--- src/rtl/clkgn_settings.svh ---
// --------------------------------------------------------------------
// clock divider control block, shared widths and constants
// ratio and stretch widths, apb bus sizes, start sync depth
// --------------------------------------------------------------------

`ifndef CLKGN_SETTINGS_SVH
`define CLKGN_SETTINGS_SVH

// divide ratio width, ratios run from min up to 15
`define CLKGN_RATIO_W 4

// smallest ratio the csr accepts
`define CLKGN_RATIO_MIN 2

// stretch count width, 0 means no stretch
`define CLKGN_STRETCH_W 4

// apb bus
`define CLKGN_APB_AW 8
`define CLKGN_APB_DW 32

// flops in the start synchronizer
`define CLKGN_SYNC_STAGES 2

// cmp, jbus, dram
`define CLKGN_NUM_DOM 3

`endif

--- src/rtl/clkgn_pkg.sv ---
// --------------------------------------------------------------------
// clkgn package
// register map, fsm state and ctrl bit position enums
// --------------------------------------------------------------------

`include "clkgn_settings.svh"

package clkgn_pkg;

  // apb register map, word aligned
  typedef enum logic [`CLKGN_APB_AW-1:0] {
    REG_CDIV    = 'h00,
    REG_DDIV    = 'h04,
    REG_JDIV    = 'h08,
    REG_STRETCH = 'h0C,
    REG_CTRL    = 'h10
  } reg_addr_e;

  // start sequencer
  typedef enum logic [1:0] {SEQ_IDLE, SEQ_SYNC, SEQ_RUN} seq_state_e;

  // stretch controller
  typedef enum logic [0:0] {STR_IDLE, STR_HOLD} str_state_e;

  // bit positions inside REG_CTRL
  typedef enum logic [2:0] {
    CTRL_START   = 3'd0,
    CTRL_CMP_EN  = 3'd1,
    CTRL_JBUS_EN = 3'd2,
    CTRL_DRAM_EN = 3'd3,
    CTRL_STRETCH = 3'd4
  } ctrl_bit_e;

endpackage

--- src/rtl/clkgn_csr_apb.sv ---
// --------------------------------------------------------------------
// apb slave register file
// divide ratios, stretch count, ctrl bits, stretch request pulse
// --------------------------------------------------------------------

`include "clkgn_settings.svh"

module clkgn_csr_apb (
  input  logic                       ctu_clsp,
  input  logic                       arst_n,
  input  logic                       psel,
  input  logic                       penable,
  input  logic                       pwrite,
  input  logic [`CLKGN_APB_AW-1:0]   paddr,
  input  logic [`CLKGN_APB_DW-1:0]   pwdata,
  output logic [`CLKGN_APB_DW-1:0]   prdata,
  output logic                       pready,
  output logic                       pslverr,
  output logic [`CLKGN_RATIO_W-1:0]  cdiv,
  output logic [`CLKGN_RATIO_W-1:0]  ddiv,
  output logic [`CLKGN_RATIO_W-1:0]  jdiv,
  output logic [`CLKGN_STRETCH_W-1:0] stretch_cnt,
  output logic                       start,
  output logic                       cmp_en,
  output logic                       jbus_en,
  output logic                       dram_en,
  output logic                       stretch_req
);

  logic                      acc;
  logic                      wr_ok;
  logic                      addr_hit;
  logic                      ratio_bad;
  logic [`CLKGN_RATIO_W-1:0] wr_ratio;
  logic [`CLKGN_APB_DW-1:0]  rd_data;

  // access phase, no wait states
  assign acc      = psel & penable;
  assign pready   = 1'b1;
  assign wr_ratio = pwdata[`CLKGN_RATIO_W-1:0];

  // --------------------------------------------------------------------
  // address decode and read mux
  // --------------------------------------------------------------------
  always_comb
  begin
    addr_hit  = 1'b1;
    ratio_bad = 1'b0;
    rd_data   = '0;
    case (clkgn_pkg::reg_addr_e'(paddr))
      clkgn_pkg::REG_CDIV:
      begin
        rd_data[`CLKGN_RATIO_W-1:0] = cdiv;
        ratio_bad = wr_ratio < `CLKGN_RATIO_MIN;
      end
      clkgn_pkg::REG_DDIV:
      begin
        rd_data[`CLKGN_RATIO_W-1:0] = ddiv;
        ratio_bad = wr_ratio < `CLKGN_RATIO_MIN;
      end
      clkgn_pkg::REG_JDIV:
      begin
        rd_data[`CLKGN_RATIO_W-1:0] = jdiv;
        ratio_bad = wr_ratio < `CLKGN_RATIO_MIN;
      end
      clkgn_pkg::REG_STRETCH:
        rd_data[`CLKGN_STRETCH_W-1:0] = stretch_cnt;
      clkgn_pkg::REG_CTRL:
      begin
        // stretch bit is a pulse, reads back 0
        rd_data[clkgn_pkg::CTRL_START]   = start;
        rd_data[clkgn_pkg::CTRL_CMP_EN]  = cmp_en;
        rd_data[clkgn_pkg::CTRL_JBUS_EN] = jbus_en;
        rd_data[clkgn_pkg::CTRL_DRAM_EN] = dram_en;
      end
      default:
        addr_hit = 1'b0;
    endcase
  end

  assign prdata  = rd_data;
  // bad ratio only faults on writes
  assign pslverr = acc & (~addr_hit | (pwrite & ratio_bad));
  assign wr_ok   = acc & pwrite & addr_hit & ~ratio_bad;

  // --------------------------------------------------------------------
  // registers
  // --------------------------------------------------------------------
  always_ff @(posedge ctu_clsp or negedge arst_n)
  begin
    if (!arst_n)
    begin
      cdiv        <= `CLKGN_RATIO_W'(`CLKGN_RATIO_MIN);
      ddiv        <= `CLKGN_RATIO_W'(`CLKGN_RATIO_MIN);
      jdiv        <= `CLKGN_RATIO_W'(`CLKGN_RATIO_MIN);
      stretch_cnt <= '0;
      start       <= 1'b0;
      cmp_en      <= 1'b0;
      jbus_en     <= 1'b0;
      dram_en     <= 1'b0;
      stretch_req <= 1'b0;
    end
    else
    begin
      // one cycle per write of a 1
      stretch_req <= 1'b0;
      if (wr_ok)
      begin
        case (clkgn_pkg::reg_addr_e'(paddr))
          clkgn_pkg::REG_CDIV:    cdiv <= wr_ratio;
          clkgn_pkg::REG_DDIV:    ddiv <= wr_ratio;
          clkgn_pkg::REG_JDIV:    jdiv <= wr_ratio;
          clkgn_pkg::REG_STRETCH: stretch_cnt <= pwdata[`CLKGN_STRETCH_W-1:0];
          clkgn_pkg::REG_CTRL:
          begin
            start       <= pwdata[clkgn_pkg::CTRL_START];
            cmp_en      <= pwdata[clkgn_pkg::CTRL_CMP_EN];
            jbus_en     <= pwdata[clkgn_pkg::CTRL_JBUS_EN];
            dram_en     <= pwdata[clkgn_pkg::CTRL_DRAM_EN];
            stretch_req <= pwdata[clkgn_pkg::CTRL_STRETCH];
          end
          default:
          begin
          end
        endcase
      end
    end
  end

endmodule

--- src/rtl/clkgn_start_seq.sv ---
// --------------------------------------------------------------------
// start sequencer
// start synchronizer, run fsm, staged bypass enable chain
// --------------------------------------------------------------------

`include "clkgn_settings.svh"

module clkgn_start_seq (
  input  logic ctu_clsp,
  input  logic arst_n,
  input  logic start,
  output logic run,
  output logic cmp_bypass_en,
  output logic jbus_bypass_en
);

  logic [`CLKGN_SYNC_STAGES-1:0] sync_q;
  logic                          start_sync;
  clkgn_pkg::seq_state_e         state_q;
  clkgn_pkg::seq_state_e         state_d;
  // init delay chain behind run
  logic [2:0]                    run_dly_q;

  // --------------------------------------------------------------------
  // start synchronizer
  // --------------------------------------------------------------------
  always_ff @(posedge ctu_clsp or negedge arst_n)
  begin
    if (!arst_n)
      sync_q <= '0;
    else
      sync_q <= {sync_q[`CLKGN_SYNC_STAGES-2:0], start};
  end

  assign start_sync = sync_q[`CLKGN_SYNC_STAGES-1];

  // --------------------------------------------------------------------
  // run fsm
  // --------------------------------------------------------------------
  always_comb
  begin
    state_d = state_q;
    case (state_q)
      clkgn_pkg::SEQ_IDLE:
        if (start_sync)
          state_d = clkgn_pkg::SEQ_RUN;
      clkgn_pkg::SEQ_RUN:
        if (!start_sync)
          state_d = clkgn_pkg::SEQ_SYNC;
      // stopping, wait for bypass to come back on
      clkgn_pkg::SEQ_SYNC:
        if (start_sync)
          state_d = clkgn_pkg::SEQ_RUN;
        else if (run_dly_q == '0)
          state_d = clkgn_pkg::SEQ_IDLE;
      default:
        state_d = clkgn_pkg::SEQ_IDLE;
    endcase
  end

  always_ff @(posedge ctu_clsp or negedge arst_n)
  begin
    if (!arst_n)
    begin
      state_q   <= clkgn_pkg::SEQ_IDLE;
      run_dly_q <= '0;
    end
    else
    begin
      state_q   <= state_d;
      run_dly_q <= {run_dly_q[1:0], run};
    end
  end

  assign run = (state_q == clkgn_pkg::SEQ_RUN);

  // bypass on before start, jbus drops first, cmp one cycle later
  assign jbus_bypass_en = ~run_dly_q[1];
  assign cmp_bypass_en  = ~run_dly_q[2];

endmodule

--- src/rtl/clkgn_domain_div.sv ---
// --------------------------------------------------------------------
// one domain divider
// programmable down counter, freezes on hold, one cycle tick
// --------------------------------------------------------------------

`include "clkgn_settings.svh"

module clkgn_domain_div (
  input  logic                      ctu_clsp,
  input  logic                      arst_n,
  input  logic [`CLKGN_RATIO_W-1:0] ratio,
  input  logic                      enable,
  input  logic                      hold,
  output logic                      tick_raw
);

  logic [`CLKGN_RATIO_W-1:0] cnt_q;
  logic                      term;

  // count 1 is terminal
  // count 0 only while idle, loads ratio on the first enabled cycle
  assign term = (cnt_q == `CLKGN_RATIO_W'(1));

  // --------------------------------------------------------------------
  // counter
  // --------------------------------------------------------------------
  always_ff @(posedge ctu_clsp or negedge arst_n)
  begin
    if (!arst_n)
    begin
      cnt_q <= '0;
    end
    else if (!enable)
    begin
      // held in init
      cnt_q <= '0;
    end
    else if (hold)
    begin
      // stretch, period grows by the hold length
      cnt_q <= cnt_q;
    end
    else if (term || cnt_q == '0)
    begin
      // wrap, new ratio picked up here
      cnt_q <= ratio;
    end
    else
    begin
      cnt_q <= cnt_q - 1'b1;
    end
  end

  // tick waits out a hold that lands on the terminal count
  assign tick_raw = enable & ~hold & term;

endmodule

--- src/rtl/clkgn_stretch_ctl.sv ---
// --------------------------------------------------------------------
// clock stretch control
// request one-shot and hold cycle counter
// --------------------------------------------------------------------

`include "clkgn_settings.svh"

module clkgn_stretch_ctl (
  input  logic                        ctu_clsp,
  input  logic                        arst_n,
  input  logic                        run,
  input  logic                        stretch_req,
  input  logic [`CLKGN_STRETCH_W-1:0] stretch_cnt,
  output logic                        hold
);

  clkgn_pkg::str_state_e       state_q;
  logic [`CLKGN_STRETCH_W-1:0] remain_q;
  logic                        req_q;
  logic                        req_1sht;

  // rising edge of request, only while dividers run
  assign req_1sht = stretch_req & ~req_q & run;

  // --------------------------------------------------------------------
  // hold counter
  // --------------------------------------------------------------------
  always_ff @(posedge ctu_clsp or negedge arst_n)
  begin
    if (!arst_n)
    begin
      state_q  <= clkgn_pkg::STR_IDLE;
      remain_q <= '0;
      req_q    <= 1'b0;
    end
    else
    begin
      req_q <= stretch_req;
      case (state_q)
        clkgn_pkg::STR_IDLE:
          // zero count, nothing to stretch
          if (req_1sht && stretch_cnt != '0)
          begin
            state_q  <= clkgn_pkg::STR_HOLD;
            remain_q <= stretch_cnt;
          end
        clkgn_pkg::STR_HOLD:
        begin
          // requests in here are dropped
          remain_q <= remain_q - 1'b1;
          if (!run || remain_q == `CLKGN_STRETCH_W'(1))
            state_q <= clkgn_pkg::STR_IDLE;
        end
        default:
          state_q <= clkgn_pkg::STR_IDLE;
      endcase
    end
  end

  // high for exactly stretch_cnt cycles
  assign hold = (state_q == clkgn_pkg::STR_HOLD);

endmodule

--- src/rtl/clkgn_out_stage.sv ---
// --------------------------------------------------------------------
// output stage
// tick registers and jbus multiplier reset
// --------------------------------------------------------------------

module clkgn_out_stage (
  input  logic ctu_clsp,
  input  logic arst_n,
  input  logic run,
  input  logic cmp_tick_raw,
  input  logic jbus_tick_raw,
  input  logic dram_tick_raw,
  output logic cmp_tick,
  output logic jbus_tick,
  output logic dram_tick,
  output logic jbus_mult_rst_n
);

  // tick bits in ctrl enable order
  logic [clkgn_pkg::CTRL_DRAM_EN:clkgn_pkg::CTRL_CMP_EN] tick_q;
  logic                                                  mult_rst_n_q;

  always_ff @(posedge ctu_clsp or negedge arst_n)
  begin
    if (!arst_n)
    begin
      tick_q       <= '0;
      mult_rst_n_q <= 1'b0;
    end
    else
    begin
      tick_q[clkgn_pkg::CTRL_CMP_EN]  <= cmp_tick_raw;
      tick_q[clkgn_pkg::CTRL_JBUS_EN] <= jbus_tick_raw;
      tick_q[clkgn_pkg::CTRL_DRAM_EN] <= dram_tick_raw;
      // released together with the first jbus tick, back in reset on stop
      if (!run)
        mult_rst_n_q <= 1'b0;
      else if (jbus_tick_raw)
        mult_rst_n_q <= 1'b1;
    end
  end

  assign cmp_tick        = tick_q[clkgn_pkg::CTRL_CMP_EN];
  assign jbus_tick       = tick_q[clkgn_pkg::CTRL_JBUS_EN];
  assign dram_tick       = tick_q[clkgn_pkg::CTRL_DRAM_EN];
  assign jbus_mult_rst_n = mult_rst_n_q;

endmodule

--- src/rtl/clkgn_top.sv ---
// --------------------------------------------------------------------
// clock divider control top
// csr, start sequencer, stretch, three dividers, output stage
// --------------------------------------------------------------------

`include "clkgn_settings.svh"

module clkgn_top (
  input  logic                     ctu_clsp,
  input  logic                     arst_n,
  input  logic                     psel,
  input  logic                     penable,
  input  logic                     pwrite,
  input  logic [`CLKGN_APB_AW-1:0] paddr,
  input  logic [`CLKGN_APB_DW-1:0] pwdata,
  output logic [`CLKGN_APB_DW-1:0] prdata,
  output logic                     pready,
  output logic                     pslverr,
  output logic                     cmp_tick,
  output logic                     jbus_tick,
  output logic                     dram_tick,
  output logic                     cmp_bypass_en,
  output logic                     jbus_bypass_en,
  output logic                     jbus_mult_rst_n
);

  logic [`CLKGN_RATIO_W-1:0]   cdiv;
  logic [`CLKGN_RATIO_W-1:0]   ddiv;
  logic [`CLKGN_RATIO_W-1:0]   jdiv;
  logic [`CLKGN_STRETCH_W-1:0] stretch_cnt;
  logic                        start;
  logic                        cmp_en;
  logic                        jbus_en;
  logic                        dram_en;
  logic                        stretch_req;
  logic                        run;
  logic                        hold;
  logic [`CLKGN_NUM_DOM-1:0]   tick_raw;

  // --------------------------------------------------------------------
  // input side
  // --------------------------------------------------------------------
  clkgn_csr_apb u_csr (
    .ctu_clsp   (ctu_clsp),
    .arst_n     (arst_n),
    .psel       (psel),
    .penable    (penable),
    .pwrite     (pwrite),
    .paddr      (paddr),
    .pwdata     (pwdata),
    .prdata     (prdata),
    .pready     (pready),
    .pslverr    (pslverr),
    .cdiv       (cdiv),
    .ddiv       (ddiv),
    .jdiv       (jdiv),
    .stretch_cnt(stretch_cnt),
    .start      (start),
    .cmp_en     (cmp_en),
    .jbus_en    (jbus_en),
    .dram_en    (dram_en),
    .stretch_req(stretch_req)
  );

  clkgn_start_seq u_seq (
    .ctu_clsp      (ctu_clsp),
    .arst_n        (arst_n),
    .start         (start),
    .run           (run),
    .cmp_bypass_en (cmp_bypass_en),
    .jbus_bypass_en(jbus_bypass_en)
  );

  // --------------------------------------------------------------------
  // processing, stretch and the domain dividers
  // --------------------------------------------------------------------
  clkgn_stretch_ctl u_str (
    .ctu_clsp   (ctu_clsp),
    .arst_n     (arst_n),
    .run        (run),
    .stretch_req(stretch_req),
    .stretch_cnt(stretch_cnt),
    .hold       (hold)
  );

  // each domain runs only with run and its own enable
  clkgn_domain_div u_cmp_div (
    .ctu_clsp(ctu_clsp),
    .arst_n  (arst_n),
    .ratio   (cdiv),
    .enable  (run & cmp_en),
    .hold    (hold),
    .tick_raw(tick_raw[0])
  );

  clkgn_domain_div u_jbus_div (
    .ctu_clsp(ctu_clsp),
    .arst_n  (arst_n),
    .ratio   (jdiv),
    .enable  (run & jbus_en),
    .hold    (hold),
    .tick_raw(tick_raw[1])
  );

  clkgn_domain_div u_dram_div (
    .ctu_clsp(ctu_clsp),
    .arst_n  (arst_n),
    .ratio   (ddiv),
    .enable  (run & dram_en),
    .hold    (hold),
    .tick_raw(tick_raw[2])
  );

  // --------------------------------------------------------------------
  // output side
  // --------------------------------------------------------------------
  clkgn_out_stage u_out (
    .ctu_clsp       (ctu_clsp),
    .arst_n         (arst_n),
    .run            (run),
    .cmp_tick_raw   (tick_raw[0]),
    .jbus_tick_raw  (tick_raw[1]),
    .dram_tick_raw  (tick_raw[2]),
    .cmp_tick       (cmp_tick),
    .jbus_tick      (jbus_tick),
    .dram_tick      (dram_tick),
    .jbus_mult_rst_n(jbus_mult_rst_n)
  );

endmodule

--- config.mk ---
export PLATFORM = sky130hd
export DESIGN_NAME = clkgn_top
export DESIGN_NICKNAME = d
export VERILOG_FILES = /design/src/rtl/clkgn_pkg.sv /design/src/rtl/clkgn_csr_apb.sv /design/src/rtl/clkgn_start_seq.sv /design/src/rtl/clkgn_domain_div.sv /design/src/rtl/clkgn_stretch_ctl.sv /design/src/rtl/clkgn_out_stage.sv /design/src/rtl/clkgn_top.sv
export VERILOG_INCLUDE_DIRS = /design/src /design/src/rtl
export SDC_FILE = /design/constraint.sdc
export NUM_CORES = 1
export LEC_CHECK = 0
export BUFFER_PORTS_ARGS = -buffer_cell sky130_fd_sc_hd__clkbuf_2
export CORE_ASPECT_RATIO = 0.7
export CORE_MARGIN = 10
export CORE_UTILIZATION = 50
export CTS_CLUSTER_DIAMETER = 150
export CTS_CLUSTER_SIZE = 16
export DETAILED_ROUTE_END_ITERATION = 10
export GPL_ROUTABILITY_DRIVEN = 0
export PLACE_DENSITY = 0.77
export SLEW_MARGIN = 20
export SYNTH_ARGS = -nofsm -noshare
export SYNTH_HDL_FRONTEND = slang
export SYNTH_SLANG_ARGS = --single-unit
--- constraint.sdc ---
create_clock -name ctu_clsp -period 2.4 [get_ports ctu_clsp]
set_input_delay 0.48 -clock ctu_clsp [delete_from_list [all_inputs] [get_ports ctu_clsp]]
set_output_delay 0.48 -clock ctu_clsp [all_outputs]
set_load 0.02 [all_outputs]
==> results.txt, run 1 <==
vias in the first global route -> 1835
RSZ-0062 raised after global routing -> no
post-synth top area share -> 41.65%
Pins Over Slew Limit -> 0
post-DP HPWL -> 4.672 mm
Critical Path RT -> 1920 ps
RR Startpoint -> u_csr.stretch_cnt[2]
Clk Latency, worst-skew pair -> 310 ps
period utilisation layout -> 89.23%
global route overflow -> 0
CTS tree -> done
crit path launch -> paddr[2]
All-Layer GR Usage -> 12.92%
Initial DRT Pass Iterations -> 4
DRC -> 0
clock root buffer -> clkbuf_8
Post-synth EDFFs -> 0
final WL -> 6.041 mm
post-CTS setup buffer count -> 0
TritonCTS Buffers -> 5
nets -> 351
CP arrival -> 1660 ps
buffer depth of the longest clock path -> 2
IO Port Bufs -> 28
Worst path slowest cell -> a2111o_1
Slew HR -> 33.33%
Distinct cells, synth -> 47
HP Class -> input pin to asynchronous set/reset pin
# rows -> 22
die height -> 82.88 um
die outline area -> 9102 um2
post-layout instance area -> 3069 um2
DIE WIDTH -> 109.8 um
Worst setup SP type -> input pin
R2R cell count -> 3
area grow syn2layout -> 8.684%
Antenna diodes -> 0
Synth Area per Inst -> 10.74 um2
Clock Skew -> 10.43 ps
Top cell by count, worst path -> clkbuf_2
count of warnings emitted by yosys -> 0
largest cells by area after synthesis -> dfrtp_1, mux2_2, buf_4, ha_1, a21oi_1
final setup fails -> 0
via count -> 2008
Worst-path clk slew -> 90 ps
leakage power -> 1.430 nW
vias per cell -> 5.457
crit-path cells -> clkbuf_2 > a2111o_1 > nor2_1 > a21oi_1 > a31oi_1 > clkbuf_2
WL per Instance -> 16.42 um
hold_buf cts -> 0
RR Endpoint -> u_str.remain_q[1]
CP endpoint kind -> output pin
largest net degree at the start of global routing -> 27
outcome -> finished clean
Final Hold Fails -> 0
Slew @ Worst Pin -> 987.2 ps
min Tclk post-route -> 2141 ps
post-cts resize count -> 0
Post-synth top flop -> dfrtp_1
Yosys reg bits -> 50
Seq/Total Area, Yosys -> 44.44%
drt initial violations -> 147
initial antenna violation count -> 0
top cells by count, synth -> dfrtp_1, buf_4, mux2_2
slowest stage delay, CP -> 460 ps
cell with the most instances after synthesis -> dfrtp_1
FMAX -> 467.0 MHz
largest area contributor in the netlist -> dfrtp_1
R2R setup slack -> 530 ps
Synth Instances -> 263
CTS H-tree lvls -> 2
Antenna Nets Post-Route -> 0
Post-Syn Area -> 2824 um2
CP endpoint -> pslverr
Sum Neg Setup Slack -> 0 ps
Starting Density -> 52.61%
Clock Sinks -> 50
CORE AREA -> 5368 um2
global-route wire length before repair -> 9.577 mm
Crit Path Max Fanout -> 10
Synth async-reset ratio -> 100.0%
Worst VDD drop -> 0.2977 mV
layout cells sized above 1 -> 25.68%
IO Pins -> 85
placed inst area -> 2957 um2
Max-cap violations -> 0
Cell Pwr Density -> 516.1 nW/um2
CP Class -> input pin to output pin
[area by class of cell]
class,count,area (um2)
Timing Repair Buffer,33,190.2
Clock inverter,3,43.79
Tap cell,72,90.09
Clock buffer,5,68.82
Multi-Input combinational cell,189,1361
Sequential cell,50,1255
Fill cell,464,2298
Inverter,16,60.06
[sequential cells by signal (all words and copies together), names as in the netlist, 3 cells and up]
register,count
u_cmp_div.cnt_q,4
u_jbus_div.cnt_q,4
u_str.remain_q,4
u_csr.stretch_cnt,4
u_csr.ddiv,4
u_dram_div.cnt_q,4
u_seq.run_dly_q,3
u_out.tick_q,3
u_csr.cdiv,4
u_csr.jdiv,4
[logic make-up (layout without fill, tap and decap cells)]
logic type / count (synthesis) / in the layout / synth area share (%)
muxes: 30 / 30 / 13.34
DFF: 50 / 50 / 44.44
buffers and inverters: 51 / 57 / 10.94
adders and majority gates: 11 / 11 / 4.874
xor gates and xnor gates: 2 / 2 / 0.6204
and+or+nand+nor: 66 / 66 / 13.25
other: 2 / 29 / 0.2659
AOI/OAI and AO/OA: 51 / 51 / 12.27
[worst min path at each step]
stage,start,end,slack [ps],cells past startpoint
2_1_floorplan,arst_n,u_cmp_div.cnt_q[0],180,0
3_3_place_gp,u_seq.sync_q[0],u_seq.sync_q[1],330,0
3_5_place_dp,u_seq.sync_q[0],u_seq.sync_q[1],330,0
4_1_cts,arst_n,u_out.tick_q[1],200,1
5_1_grt,arst_n,u_csr.stretch_cnt[2],240,1
6_report,arst_n,u_out.tick_q[1],190,1
[critical path, delay by kind of cell]
family	cells	cell delay [ps]
AO/OA/AOI/OAI	3	680
buffers and inverters	2	390
AND/OR/NAND/NOR	1	120
[routing by layer]
| layer | up-vias | wire (um) | GRT usage (%) |
|---|---|---|---|
| met5 | - | 0 | 0 |
| met4 | 0 | 34 | 2.459 |
| met3 | 4 | 454 | 3.549 |
| met2 | 61 | 2909 | 19.27 |
| met1 | 993 | 2644 | 18.18 |
| li1 | 950 | - | - |
[per-stage QoR]
stage	power (mW)	util, %	setup slack, ps	hold slack (ps)	cells
final	1.584	57.18	258.5	185.3	368
after global routing	1.641	57.18	147.5	243.0	368
after CTS	1.595	57.18	252.9	203.8	368
after detailed placement	0.9915	55.08	176.4	334.7	360
after global placement	0.9896	55.08	217.8	332.4	360
after floorplan	0.9794	-	275.2	184.4	290
[cells in the final DEF (no fill, tap or decap), types with 2 or more instances in the layout]
cell      synthesis  layout
dfrtp_1          47      47
conb_1            2      29
clkbuf_2          0      28
mux2_2           21      21
a21oi_1          19      19
inv_1            16      16
nand2_1          15      15
nor2_1           13      13
ha_1             11      11
nand3_1           7       7
nand2b_1          6       6
nor4_1            5       5
o41ai_1           5       5
o21ai_0           5       5
mux2i_1           5       5
clkbuf_8          0       5
mux4_2            4       4
nor3_1            4       4
buf_4            29       4
nor4bb_1          3       3
a31oi_1           3       3
a211o_1           3       3
dfstp_2           3       3
or2_2             2       2
nand4b_1          2       2
nand3b_1          2       2
a21o_1            2       2
a311oi_1          2       2
a211oi_1          2       2
o211ai_1          2       2
o21ba_2           2       2
[where the power goes]
group | switching [mW] | internal (mW) | total [mW]
registers | 0.00577 | 0.849 | 0.855
clock network | 0.295 | 0.313 | 0.608
logic | 0.0903 | 0.0313 | 0.122
Power figures use the tool's default switching activity.
==> run 2: changes to the inputs <==
Clock period 2.4 ns to 2.6 ns, I/O delays scaled along.
==> results.txt, run 2 (synthesis results as in run 1) <==
Sw Pwr -> 364.0 uW (was 391.1 uW)
vias per cell -> 5.460 (was 5.457)
RSZ-0062 raised after global routing -> no (unchanged)
HP Class -> input pin to asynchronous set/reset pin (unchanged)
commonest non-fill, non-tap cell in the layout -> dfrtp_1 (unchanged)
post-CTS setup buffer count -> 0 (unchanged)
internal power -> 1.006 mW (was 1.193 mW)
power share of the combinational group -> 8.1% (was 7.7%)
Clock Skew -> 8.430 ps (was 10.43 ps)
global-route wire length before repair -> 10.06 mm (was 9.577 mm)
WL per Instance -> 16.50 um (was 16.42 um)
die outline area -> 9102 um2 (unchanged)
CTS tree -> done (unchanged)
leakage power -> 1.411 nW (was 1.430 nW)
Pins Over Slew Limit -> 0 (unchanged)
# rows -> 22 (unchanged)
slowest stage delay, CP -> 490 ps (was 460 ps)
drt initial violations -> 149 (was 147)
post-cts resize count -> 0 (unchanged)
initial antenna violation count -> 0 (unchanged)
CTS H-tree lvls -> 2 (unchanged)
DRC -> 0 (unchanged)
multi-input logic area -> 1361 um2 (unchanged)
Top cell by count, worst path -> clkbuf_2 (unchanged)
Antenna Nets Post-Route -> 0 (unchanged)
Crit Path Max Fanout -> 10 (unchanged)
Critical Path RT -> 2080 ps (was 1920 ps)
IO Port Bufs -> 28 (unchanged)
vias in the first global route -> 1976 (was 1835)
Hold WS -> 222.2 ps (was 185.3 ps)
outcome -> finished clean (unchanged)
clock root buffer -> clkbuf_8 (unchanged)
global route overflow -> 0 (unchanged)
Initial DRT Pass Iterations -> 4 (unchanged)
IO Pins -> 85 (unchanged)
CORE AREA -> 5368 um2 (unchanged)
buffer depth of the longest clock path -> 2 (unchanged)
post-DP HPWL -> 4.691 mm (was 4.672 mm)
Starting Density -> 52.61% (unchanged)
placed inst area -> 2949 um2 (was 2957 um2)
Clock Sinks -> 50 (unchanged)
via count -> 2004 (was 2008)
Worst VDD drop -> 0.2414 mV (was 0.2977 mV)
largest net degree at the start of global routing -> 27 (unchanged)
switching share of power -> 26.57% (was 24.69%)
CP arrival -> 1700 ps (was 1660 ps)
Final Hold Fails -> 0 (unchanged)
area grow syn2layout -> 7.754% (was 8.684%)
Max-cap violations -> 0 (unchanged)
TritonCTS Buffers -> 5 (unchanged)
CP Class -> input pin to output pin (unchanged)
Cell Pwr Density -> 450.3 nW/um2 (was 516.1 nW/um2)
Worst-path clk slew -> 100 ps (was 90 ps)
Slew @ Worst Pin -> 1032 ps (was 987.2 ps)
Reg power frac -> 57.6% (was 54.0%)
Clk Latency, worst-skew pair -> 310 ps (about the same)
WP buf/inv -> 2 (unchanged)
Antenna diodes -> 0 (unchanged)
power share of the clock group -> 34.3% (was 38.4%)
FMAX -> 449.9 MHz
layout cells sized above 1 -> 25.42% (was 25.68%)
All-Layer GR Usage -> 13.60% (was 12.92%)
Worst path slowest cell -> a2111o_1 (unchanged)
post-layout instance area -> 3043 um2 (was 3069 um2)
final setup fails -> 0 (unchanged)
commonest non-fill, non-tap cells in the layout -> dfrtp_1, conb_1, clkbuf_2 (unchanged)
nets -> 350 (was 351)
CP endpoint kind -> output pin (unchanged)
period utilisation layout -> 85.48%
Fillers -> 461 (was 464)
DIE WIDTH -> 109.8 um (unchanged)
die height -> 82.88 um (unchanged)
crit-path cells -> clkbuf_2 > a2111o_1 > nor2_1 > a21oi_1 > a31oi_1 > clkbuf_2 (unchanged)
Register Area -> 1255 um2 (unchanged)
final WL -> 6.055 mm (was 6.041 mm)
Worst setup SP type -> input pin (unchanged)
Slew HR -> 30.31% (was 33.33%)
Sum Neg Setup Slack -> 0 ps (unchanged)
min Tclk post-route -> 2222 ps
CP top delay family -> compound AO/OA/AOI/OAI gates (unchanged)
hold_buf cts -> 0 (unchanged)
[run 2: cell types whose count changed in the layout (fill, tap and decap cells not counted), sizes merged]
cell	delta
bufinv	-1
buf	-1
clkinvlp	+1
[run 2: power by group through the flow]
stage / clock (mW) / combinational [mW] / sequential [mW]
after global placement: 0 / 0.108 / 0.804
final: 0.470 / 0.111 / 0.789
after detailed placement: 0 / 0.110 / 0.804
after global routing: 0.523 / 0.123 / 0.790
after CTS: 0.478 / 0.110 / 0.789
after floorplan: 0 / 0.102 / 0.802
[run 2: per-stage QoR]
| stage | setup slack [ps] | instances | power [mW] | utilization (%) |
|---|---|---|---|---|
| final | 377.5 | 367 | 1.370 | 56.69 |
| after global routing | 268.4 | 367 | 1.436 | 56.69 |
| after CTS | 385.0 | 367 | 1.377 | 56.69 |
| after detailed placement | 345.1 | 359 | 0.9140 | 54.94 |
| after global placement | 371.2 | 359 | 0.9120 | 54.94 |
| after floorplan | 395.2 | 290 | 0.9041 | - |
[run 2: final cells by class]
| cell class | count | share of cell area [%] |
|---|---|---|
| multi-input cells | 189 | 44.74 |
| flip-flops and latches | 50 | 41.24 |
| repair buffers | 32 | 6.003 |
| well taps | 72 | 2.961 |
| clock buffers | 5 | 2.262 |
| inverters | 16 | 1.974 |
| clock inverters | 3 | 0.8224 |
[run 2: routing by layer]
| metal | vias to the layer above | share of wire (%) | GRT usage, % |
|---|---|---|---|
| li1 | 954 | - | - |
| met1 | 989 | 43 | 17.46 |
| met2 | 54 | 49 | 21.57 |
| met3 | 7 | 7.3 | 4.784 |
| met4 | 0 | 0.81 | 2.459 |
| met5 | - | 0 | 0 |
[run 2: worst paths after layout]
| kind | cells past startpoint | from | to | slack [ps] |
|---|---|---|---|---|
| setup / recovery | 6 | paddr[3] | pslverr | 380 |
| setup reg to reg | 3 | u_csr.stretch_cnt[2] | u_str.remain_q[1] | 700 |
| max in group asynchronous | 2 | arst_n | u_csr.jdiv[1] | 1740 |
| min in group ctu_clsp | 0 | u_seq.sync_q[0] | u_seq.sync_q[1] | 360 |
| hold / removal | 1 | arst_n | u_str.remain_q[2] | 220 |
| hold reg to reg | 0 | u_seq.sync_q[0] | u_seq.sync_q[1] | 360 |
==> run 3: changes to the inputs <==
Settings changed: REMOVE_ABC_BUFFERS set to 1.
==> results.txt, run 3 (synthesis results as in run 1) <==
die outline area -> 9102 um2 (unchanged)
leakage power -> 1.417 nW (was 1.411 nW)
RR Endpoint -> u_str.remain_q[1] (unchanged)
WL per Instance -> 16.89 um (was 16.50 um)
CP Class -> input pin to output pin (unchanged)
Crit Path Max Fanout -> 10 (unchanged)
R2R cell count -> 3 (unchanged)
post-DP HPWL -> 4.840 mm (was 4.691 mm)
Worst setup SP type -> input pin (unchanged)
commonest non-fill, non-tap cells in the layout -> dfrtp_1, conb_1, clkbuf_2 (unchanged)
post-cts resize count -> 0 (unchanged)
DIE WIDTH -> 109.8 um (unchanged)
crit path launch -> paddr[3] (unchanged)
global-route wire length before repair -> 9.901 mm (was 10.06 mm)
Antenna diodes -> 0 (unchanged)
Clock Sinks -> 50 (unchanged)
nets -> 351 (was 350)
# rows -> 22 (unchanged)
commonest non-fill, non-tap cell in the layout -> dfrtp_1 (unchanged)
global route overflow -> 0 (unchanged)
final setup fails -> 0 (unchanged)
Placement Setup Slack -> 340.4 ps (was 345.1 ps)
layout cells sized above 1 -> 25.68% (was 25.42%)
Critical Path RT -> 2080 ps (about the same)
CTS H-tree lvls -> 2 (unchanged)
post-layout instance area -> 3058 um2 (was 3043 um2)
area grow syn2layout -> 8.285% (was 7.754%)
All-Layer GR Usage -> 13.42% (was 13.60%)
Placed Cells -> 360 (was 359)
Initial DRT Pass Iterations -> 4 (unchanged)
vias in the first global route -> 1954 (was 1976)
Cell Pwr Density -> 474.4 nW/um2 (was 450.3 nW/um2)
RSZ-0062 raised after global routing -> no (unchanged)
placed inst area -> 2944 um2 (was 2949 um2)
initial antenna violation count -> 0 (unchanged)
Sum Neg Setup Slack -> 0 ps (unchanged)
via count -> 1979 (was 2004)
CP arrival -> 1700 ps (about the same)
final WL -> 6.214 mm (was 6.055 mm)
R2R setup slack -> 700 ps (about the same)
IO Port Bufs -> 28 (unchanged)
outcome -> finished clean (unchanged)
Worst Slack Setup Final -> 379.2 ps (was 377.5 ps)
FMAX -> 450.3 MHz (was 449.9 MHz)
hold_buf cts -> 0 (unchanged)
DRC -> 0 (unchanged)
Final Hold Fails -> 0 (unchanged)
Finished Core Util -> 56.97% (was 56.69%)
min Tclk post-route -> 2221 ps (was 2222 ps)
Slew @ Worst Pin -> 1063 ps (was 1032 ps)
die height -> 82.88 um (unchanged)
CORE AREA -> 5368 um2 (unchanged)
HP Class -> input pin to asynchronous set/reset pin (unchanged)
CP endpoint kind -> output pin (unchanged)
Starting Density -> 52.61% (unchanged)
IO Pins -> 85 (unchanged)
drt initial violations -> 143 (was 149)
Pins Over Slew Limit -> 0 (unchanged)
RR Startpoint -> u_csr.stretch_cnt[2] (unchanged)
post-CTS setup buffer count -> 0 (unchanged)
Clock Skew -> 5.813 ps (was 8.430 ps)
Worst-path clk slew -> 90 ps (was 100 ps)
Max-cap violations -> 0 (unchanged)
Slew HR -> 28.24% (was 30.31%)
buffer depth of the longest clock path -> 2 (unchanged)
TritonCTS Buffers -> 5 (unchanged)
clock root buffer -> clkbuf_8 (unchanged)
Worst VDD drop -> 0.2822 mV (was 0.2414 mV)
largest net degree at the start of global routing -> 26 (was 27)
Antenna Nets Post-Route -> 0 (unchanged)
CTS tree -> done (unchanged)
Clk Latency, worst-skew pair -> 310 ps (about the same)
Fillers -> 468 (was 461)
post-route insts no fill -> 368 (was 367)
vias per cell -> 5.378 (was 5.460)
period utilisation layout -> 85.42% (was 85.48%)
[run 3: cell types whose count changed in the layout (fill, tap and decap cells not counted), sizes merged]
cell | previous run | this run
buf | 4 | 5
bufinv | 0 | 1
clkinv | 1 | 0
clkinvlp | 1 | 2
inv | 17 | 16
[run 3: worst max-delay path by stage]
| stage | to | cells after the start | slack, ps |
|---|---|---|---|
| after floorplan | pslverr | 4 | 580 |
| after global placement | u_csr.dram_en | 6 | 330 |
| after detailed placement | u_csr.cmp_en | 6 | 340 |
| after CTS | pslverr | 6 | 370 |
| after global routing | pslverr | 6 | 280 |
| final | pslverr | 6 | 380 |
[run 3: metrics by stage]
step	hold WS, ps	power, mW
2_1_floorplan	224.4	0.8633
3_3_place_gp	331.2	0.9116
3_5_place_dp	336.3	0.9133
4_1_cts	111.3	1.467
5_1_grt	118.4	1.516
6_report	112.0	1.451
[run 3: per-layer routing]
| metal | share of wire (%) | vias up | global-route usage [%] | wire (um) |
|---|---|---|---|---|
| met4 | 1.5 | 0 | 4.918 | 93 |
| met1 | 45 | 968 | 17.69 | 2790 |
| met3 | 6.1 | 9 | 3.086 | 380 |
| li1 | - | 955 | - | - |
| met2 | 47 | 47 | 20.72 | 2950 |
| met5 | 0 | - | 0 | 0 |
[run 3: layout make-up]
| class | count | area, um2 | area share [%] |
|---|---|---|---|
| clock buffer | 5 | 68.82 | 2.250 |
| inverter | 16 | 60.06 | 1.964 |
| tap | 72 | 90.09 | 2.946 |
| multi-input combinational | 189 | 1361 | 44.52 |
| sequential | 50 | 1255 | 41.04 |
| timing repair buffer | 33 | 177.7 | 5.810 |
| clock inverter | 3 | 45.04 | 1.473 |
[run 3: worst max-delay path, cell delays in order]
cell      delay, ps
clkbuf_2        170
a2111o_1        490
nor2_1          120
a21oi_1          50
a31oi_1         160
clkbuf_2        190
[run 3: power by group]
group	switching, mW	total, mW	internal, mW	leakage [nW]
Sequential	0.00550	0.789	0.784	0.687
Clock	0.265	0.551	0.286	0.0504
Combinational	0.0839	0.111	0.0269	0.680
